===== src/hdl/rv_pkg.sv =====
`default_nettype none

package rv_pkg;

  localparam int xlen           = 64;
  localparam int inst_len       = 32;
  localparam int reg_addr_width = 5;
  localparam int reg_count      = 1 << reg_addr_width;
  localparam int word_len       = 32;
  localparam int shamt_width    = 6;
  localparam int shamt_w_width  = 5;

  localparam logic [xlen-1:0] reset_pc = 64'h8000_0000;

  typedef logic [xlen-1:0]           xlen_t;
  typedef logic [inst_len-1:0]       inst_t;
  typedef logic [reg_addr_width-1:0] reg_idx_t;

  // major opcodes in bits [6:0] of the instruction
  typedef enum logic [6:0] {
    op_imm    = 7'b0010011,
    op        = 7'b0110011,
    op_imm_32 = 7'b0011011,
    op_32     = 7'b0111011,
    lui       = 7'b0110111,
    auipc     = 7'b0010111,
    load      = 7'b0000011,
    store     = 7'b0100011,
    branch    = 7'b1100011,
    jal       = 7'b1101111,
    jalr      = 7'b1100111,
    system    = 7'b1110011,
    misc_mem  = 7'b0001111
  } opcode_e;

  typedef enum logic [1:0] {
    cls_alu,
    cls_unsupported,
    cls_illegal
  } inst_class_e;

  typedef enum logic [4:0] {
    add, sub, sll, slt, sltu, xor_op, srl, sra, or_op, and_op,
    addw, subw, sllw, srlw, sraw,
    // lui result is the immediate itself
    pass_b
  } alu_op_e;

  typedef struct packed {
    reg_idx_t    rs1_idx;
    reg_idx_t    rs2_idx;
    reg_idx_t    rd_idx;
    xlen_t       imm;
    alu_op_e     alu_op;
    logic        use_imm;
    logic        use_pc;
    inst_class_e inst_class;
    xlen_t       pc;
  } decoded_t;

  // operands as the alu sees them with the bypass already applied
  typedef struct packed {
    logic     valid;
    decoded_t dec;
    xlen_t    op_a;
    xlen_t    op_b;
  } ex_stage_t;

  typedef struct packed {
    xlen_t       pc;
    inst_class_e inst_class;
    reg_idx_t    rd_idx;
    xlen_t       value;
  } retire_t;

endpackage

`default_nettype wire


===== src/hdl/retire_stage.sv =====
`timescale 1ns/1ns
`default_nettype none

module retire_stage (
  input  logic              clk,
  input  logic              reset,
  input  rv_pkg::ex_stage_t ex,
  input  rv_pkg::xlen_t     result,
  output logic              wr_en,
  output rv_pkg::reg_idx_t  wr_idx,
  output rv_pkg::xlen_t     wr_data,
  output logic              retire_valid,
  output rv_pkg::retire_t   retire
);
  import rv_pkg::*;

  logic is_alu;

  assign is_alu  = ex.dec.inst_class == cls_alu;
  assign wr_en   = ex.valid && is_alu && ex.dec.rd_idx != '0;
  assign wr_idx  = ex.dec.rd_idx;
  assign wr_data = result;

  always_ff @(posedge clk) begin
    if (reset) begin
      retire_valid <= 1'b0;
    end else begin
      retire_valid <= ex.valid;
    end
  end

  // unsupported and illegal retire with no destination and no value
  always_ff @(posedge clk) begin
    if (ex.valid) begin
      retire.pc         <= ex.dec.pc;
      retire.inst_class <= ex.dec.inst_class;
      retire.rd_idx     <= is_alu ? ex.dec.rd_idx : '0;
      retire.value      <= is_alu ? result : '0;
    end
  end

  a_retire_valid_known: assert property (@(posedge clk) disable iff (reset)
    !$isunknown(retire_valid));

endmodule

`default_nettype wire


===== config.mk =====
export PLATFORM = sky130hd
export DESIGN_NAME = retire_stage
export DESIGN_NICKNAME = d
export VERILOG_FILES = /design/src/hdl/rv_pkg.sv /design/src/hdl/retire_stage.sv
export SDC_FILE = /design/constraint.sdc
export NUM_CORES = 1
export LEC_CHECK = 0
export ABC_AREA = 1
export BUFFER_PORTS_ARGS = -buffer_cell sky130_fd_sc_hd__buf_2
export CAP_MARGIN = 20
export CELL_PAD_IN_SITES_DETAIL_PLACEMENT = 2
export CELL_PAD_IN_SITES_GLOBAL_PLACEMENT = 2
export CORE_AREA = 5 5 209 211
export DETAILED_ROUTE_END_ITERATION = 10
export DIE_AREA = 0 0 214 216
export PLACE_DENSITY_LB_ADDON = 0.25
export SYNTH_ARGS = -nofsm -noshare
export SYNTH_HDL_FRONTEND = slang
export SYNTH_SLANG_ARGS = --single-unit
export TNS_END_PERCENT = 10

===== constraint.sdc =====
create_clock -name clk -period 1 [get_ports clk]
set_input_delay 0.2 -clock clk [delete_from_list [all_inputs] [get_ports clk]]
set_output_delay 0.2 -clock clk [all_outputs]
set_load 0.03 [all_outputs]

* Yosys cells after proc, flatten, opt, wreduce, memory -nomap -nowiden *
Index checks and enable logic that the tools add are counted.

word-level totals
  logic and storage cells = 9
  register bits after elaboration = 136
  output and inout port bits = 206
  bits of input ports = 347

operators by class
  reduce and logical (&&, ||, !) cells = 4

operator list
  kind               number
  $reduce_bool 5->1  1
  $logic_and 1x1->1  2
  $logic_not 2->1    1

* Logic depth before layout (Yosys ltp) *
Gate-level depths: netlist of the first run.

  depth in word-level cells = 3
  mapped depth = 6
  depth with buffers taken out = 5

* Least setup slack after synthesis of the first run *
Ideal clock, no wire load.

  path type = input-to-output
  from = in ex[192] (netlist bit)
  to = out wr_en
  data required time = 0.800 ns
  slack = 0.054 ns
  cell stages on the path = 6
  arrival time = 0.746 ns
  path through = inv_2 nand2_2 buf_6 nor2_2 nand2_1 inv_1

between the ends
  word-level cells in the longest chain between the ends = 3

RTL lines
  item                             line                text
  start: declaration               retire_stage.sv:7   input rv_pkg::ex_stage_t ex,
  $logic_not 2->1                  retire_stage.sv:19  assign is_alu = ex.dec.inst_class == cls_alu;
  $logic_and 1x1->1 (2 in series)  retire_stage.sv:20  assign wr_en = ex.valid && is_alu && ex.dec.rd_idx != '0;
  end: declaration                 retire_stage.sv:9   output logic wr_en,

Every way passes these cells.

* Final worst setup path of the first run *
  from = reg retire[27] (netlist bit)
  to = out retire[27] (netlist bit)

RTL lines
  item                line                text
  start: declaration  retire_stage.sv:13  output rv_pkg::retire_t retire

No word-level cell between the ends.

==> qor.csv, run 1 <==
metric,value,unit
grt_util_all_layers,0.08857,
diodes,0,
period_share,1.243,
initialDrtViolationCount,123,
critPathBufInv,1,
hp-class,primary input to flop,
syn-instance-count,361,
antenna_found_initial,1,
postRouteAntennaNets,0,
start_util,0.1251,
path_class,flop to primary output,
ys_seq_area_frac,0.7836,
violations,setup timing,
placed_cells,1193,
crit_required,0.80,ns
crit_chain,buf_6,
cts_tree,done,
crit_start,retire[27]$_SDFFCE_PP0P_,
pin_count,553,
maxSlewHeadroom,0.8440,
design_area,9419,sq um
drv_slew,0,
setup_ws,-0.2426,ns
dieArea,46220,sq um
netlist_area,5199,sq um
multiInputGateArea,301.5,sq um
clockRootBuffer,clkbuf_16,
drive_above_1_share,0.5347,
fp.dieH,216,microns
seq_area,4075,sq um
io_buffers,343,
p_per_area,1793,nW/um^2
pre_cts_slack,-0.2146,ns
finalHoldViolations,0,
grt_pass1_wl,30450,microns
wirelength,20590,microns
core,41570,sq um
yosys_warnings,0,
cts_buffers,17,
rsz0062_at_grt,yes,
crit_family,flip-flops,
routed_via_density,3.073,
path_max_fanout,1,
syn_nets,708,
vias,3961,
slowest_delay,0.44,ns
finalPower,16880,uW
cts_buffer_depth,2,
cts_max_level,4,
worst_slew_pin_slew,0.2340,ns
netlist_top_cells_area,"edfxtp_1 (78%), buf_4 (10%), nor2_1 (5.2%)",
ir_drop,0.9999,mV
status,"complete, but fails checks",
firstDrtPassIters,4,
cap_violations,0,
grt_pass1_vias,4508,
ys_types,12,
critPathSlowestCell,edfxtp_1,
num_rows,75,
wl_per_cell,15.97,microns
cp_num_cells,1,
start_kind,flop,
final_nets,1085,
syn_area_per_cell,14.40,sq um
place_congestion,0.7224,
cts.sinks,136,
globalRouteOverflowTotal,0,
drc,0,
grt_max_degree,39,
setup_viol,137,
postPlaceCellArea,7295,sq um
fin_cells,1289,
yosys_register_bits,136,
period_needed,1.243,ns
synth_area_leader_cell,edfxtp_1,
hold_slack,0.06143,ns
die_w,214,microns
crit_path_end,retire[27],
arrival,1.04,ns
nFillCells,4661,
synth_top_area_frac,0.7798,
post-dp-hpwl,15810,microns
leakagePower,0.004226,uW
cp-end-kind,primary output,
max_freq,804.7,MHz
syn2layout_area_growth,81.18,%
path_clk_slew,0.06,ns
power breakdown:
group	switching, uW	internal (uW)	leakage [uW]
Clock	2540	4140	0.000297
Sequential	203	6750	0.00131
Combinational	1900	1350	0.00261
sequential cells by signal, summed over array words and instances, names as in the netlist:
signal	flops
retire	135
retire_valid	1
layout by cell type (no fill, tap or decap), drive strengths merged:
cell type,synthesis,final
inv,73,75
nand2,2,2
nor2,73,73
dlygate4sd3,0,65
edfxtp,135,135
buf,76,369
clkbuf,0,18
nand3,1,1
bufinv,0,4
dfxtp,1,1
clkinv,0,7
kinds of logic after synthesis:
logic type,Yosys count,share of synthesized area
buffers and inverters,149,0.1603
flip-flops,136,0.7836
AND/OR/NAND/NOR,76,0.05608
per-layer routing:
layer	global-route usage	vias up	wire [microns]
li1	-	1839	-
met1	0.1040	1833	8643
met4	0.03092	0	310
met5	0	-	0
met3	0.05479	16	2678
met2	0.1330	273	8954
Yosys cell counts (all sizes together):
| master | count |
|---|---|
| buf | 76 |
| dfxtp | 1 |
| edfxtp | 135 |
| inv | 73 |
| nand2 | 2 |
| nand3 | 1 |
| nor2 | 73 |
metrics by stage:
stage / utilization / setup TNS (ns)
floorplan: - / 0
global placement: 0.1755 / -9.807
detailed placement: 0.1755 / -9.744
CTS: 0.2265 / -29.72
global route: 0.2266 / -30.60
finish: 0.2266 / -23.04
how the worst min path moves through the flow:
stage,from,end,slack (ns),depth (start not counted)
2_1_floorplan,reset,retire_valid$_SDFF_PP0_,0.27,1
3_3_place_gp,reset,retire_valid$_SDFF_PP0_,0.37,2
3_5_place_dp,reset,retire_valid$_SDFF_PP0_,0.37,2
4_1_cts,ex[192],retire[69]$_DFFE_PP_,0.02,2
5_1_grt,ex[192],retire[69]$_DFFE_PP_,0.04,2
6_report,ex[192],retire[69]$_DFFE_PP_,0.06,2
timing repair:
action	in CTS	in global routing
hold buffers	65	0
hold endpoints to repair	65	0
gates resized for setup	276	1
buffers inserted	0	0
endpoints found under the setup margin	137	137
cloned	0	0
area by class of cell:
cell class	instances	area share
repair buffers	434	0.3704
multi-input cells	76	0.03201
well taps	539	0.07160
clock inverters	13	0.01873
inverters	73	0.02909
flip-flops and latches	136	0.4327
clock buffers	18	0.04556
(Power assumes the default switching activity.)
==> inputs of run 2 (changes only) <==
--- a/config.mk
+++ b/config.mk
@@ -10,10 +10,12 @@
 export CAP_MARGIN = 20
 export CELL_PAD_IN_SITES_DETAIL_PLACEMENT = 2
 export CELL_PAD_IN_SITES_GLOBAL_PLACEMENT = 2
-export CORE_AREA = 5 5 209 211
+export CORE_AREA = 5 5 210 212
+export CTS_BUF_LIST = sky130_fd_sc_hd__clkbuf_8
 export DETAILED_ROUTE_END_ITERATION = 10
-export DIE_AREA = 0 0 214 216
+export DIE_AREA = 0 0 215 217
 export PLACE_DENSITY_LB_ADDON = 0.25
+export SLEW_MARGIN = 20
 export SYNTH_ARGS = -nofsm -noshare
 export SYNTH_HDL_FRONTEND = slang
 export SYNTH_SLANG_ARGS = --single-unit
==> run 2 against run 1 <==
  * The run still ends with setup timing left
  * Highest routed layer unchanged
  * Non-clock buffer count rose by 53
  * First-iteration DRC count grew 7.3%
  * Final cell count up 4.2%
  * Critical path type unchanged
  * Total power down 9.3%
  * Die area rose by 0.93%
  * Combinational power rose by 6%
  * Setup slack worse by 0.053 ns
  * Largest power group unchanged
  * Via count grew 6.5%
==> qor.csv, run 2 (same netlist as run 1, synthesis figures left out) <==
metric,value,unit,change
largest_register_ffs,135,,unchanged
path_clk_slew,0.08,ns,was 0.06 ns
rsz0062_at_grt,yes,,unchanged
ir_drop,0.8315,mV,was 0.9999 mV
violations,setup timing,,unchanged
max_freq,772.0,MHz,was 804.7 MHz
path_max_fanout,1,,unchanged
io_buffers,343,,unchanged
critPathSlowestCell,edfxtp_1,,unchanged
setup_viol,137,,unchanged
period_needed,1.295,ns,was 1.243 ns
grt_pass1_vias,4779,,was 4508
status,"complete, but fails checks",,unchanged
swShare,0.2997,,was 0.2749
p_per_area,1557,nW/um^2,was 1793 nW/um^2
wl_per_cell,15.77,microns,was 15.97 microns
firstDrtPassIters,4,,unchanged
grt_max_degree,24,,was 39
routed_via_density,3.142,,was 3.073
vias,4220,,was 3961
drc,0,,unchanged
final_util,0.2355,,was 0.2266
cp-end-kind,primary output,,unchanged
antenna_found_initial,4,,was 1
globalRouteOverflowTotal,0,,unchanged
crit_family,flip-flops,,unchanged
placed_cells,1191,,was 1193
clockRootBuffer,clkbuf_8,,was clkbuf_16
dieArea,46660,sq um,was 46220 sq um
p_seq_frac,0.453,,was 0.412
worst_slew_pin_slew,0.3103,ns,was 0.2340 ns
final_nets,1138,,was 1085
pwr-share-comb,0.225,,was 0.192
crit_chain,buf_6,,unchanged
core,41760,sq um,was 41570 sq um
most-common-layout-cells,"buf_2 (205), buf_6 (138), edfxtp_1 (135), dlygate4sd3_1 (120), inv_1 (73)",,"was buf_2 (205), buf_6 (138), edfxtp_1 (135), nor2_1 (72), inv_1 (71)"
crit_required,0.80,ns,about the same
path_class,flop to primary output,,unchanged
initialDrtViolationCount,132,,was 123
drive_above_1_share,0.5000,,was 0.5347
internal_power,10720,uW,was 12240 uW
critPathBufInv,1,,unchanged
largest_register,retire,,unchanged
setup_ws,-0.2953,ns,was -0.2426 ns
slowest_delay,0.44,ns,about the same
start_util,0.1245,,was 0.1251
num_rows,75,,unchanged
die_w,215,microns,was 214 microns
top_regs,"retire: 135 flops, retire_valid: 1 flops",,unchanged
period_share,1.295,,was 1.243
grt_pass1_wl,31020,microns,was 30450 microns
fp.dieH,217,microns,was 216 microns
arrival,1.10,ns,was 1.04 ns
cts_buffer_depth,2,,unchanged
cts_max_level,4,,unchanged
place_congestion,0.6996,,was 0.7224
cts_tree,done,,unchanged
postRouteAntennaNets,0,,unchanged
fin_cells,1343,,was 1289
wirelength,21180,microns,was 20590 microns
diodes,0,,unchanged
pin_count,553,,unchanged
clkPwrFrac,0.322,,was 0.396
leakagePower,0.004375,uW,was 0.004226 uW
cts.sinks,136,,unchanged
cts_buffers,17,,unchanged
post-dp-hpwl,15900,microns,was 15810 microns
finalPower,15310,uW,was 16880 uW
finalHoldViolations,0,,unchanged
switchingPower,4590,uW,was 4641 uW
drv_slew,0,,unchanged
syn2layout_area_growth,89.15,%,was 81.18%
hp-class,primary input to flop,,unchanged
maxSlewHeadroom,0.7931,,was 0.8440
mostFrequentLayoutCell,buf_2,,unchanged
grt_util_all_layers,0.09012,,was 0.08857
cap_violations,0,,unchanged
start_kind,flop,,unchanged
run 2: power by group through the flow:
stage / registers, uW / clock network, uW / logic [uW]
2_1_floorplan: 7860 / 0 / 662
3_3_place_gp: 6940 / 0 / 2640
3_5_place_dp: 6970 / 0 / 2640
4_1_cts: 6950 / 5300 / 3500
5_1_grt: 6990 / 5470 / 3650
6_report: 6940 / 4930 / 3440
run 2: final timing paths:
check | start | endpoint | slack [ns] | cells after the start
setup / recovery | retire[15]$_SDFFCE_PP0P_ | retire[15] | -0.30 | 1
hold / removal | result[53] | retire[53]$_SDFFCE_PP0P_ | 0.08 | 3
run 2: layer usage:
| layer | track usage | wire length (microns) | up-vias |
|---|---|---|---|
| met5 | 0 | 0 | - |
| met4 | 0.03435 | 416 | 0 |
| met3 | 0.05058 | 2606 | 21 |
| met2 | 0.1444 | 9644 | 280 |
| met1 | 0.1005 | 8507 | 1972 |
| li1 | - | - | 1947 |
run 2: metrics by stage:
stage	cell area, sq um	TNS [ns]	hold WS [ns]	setup slack [ns]
after global routing	9833	-42.05	0.05417	-0.3690
after CTS	9833	-43.18	0.0003615	-0.4001
final	9833	-30.87	0.07867	-0.2953
after detailed placement	7342	-27.25	0.3694	-0.2615
after floorplan	5199	0	0.2724	0.05446
after global placement	7342	-25.93	0.3582	-0.2608
run 2: layout make-up:
cell class | instances | area [sq um]
well taps | 539 | 674.4
fillers | 4636 | 31930
multi-input cells | 76 | 310.3
flip-flops and latches | 136 | 4075
clock inverters | 15 | 178.9
repair buffers | 487 | 4086
inverters | 73 | 274.0
clock buffers | 17 | 234.0
run 2: repair_timing:
| item | 4_1_cts | 5_1_grt |
|---|---|---|
| hold buffers | 120 | 0 |
| hold endpoints to repair | 120 | 0 |
| endpoints found under the setup margin | 137 | 137 |
| setup buffers | 0 | 0 |
| resized for setup | 278 | 0 |
| pin swaps | 1 | 0 |
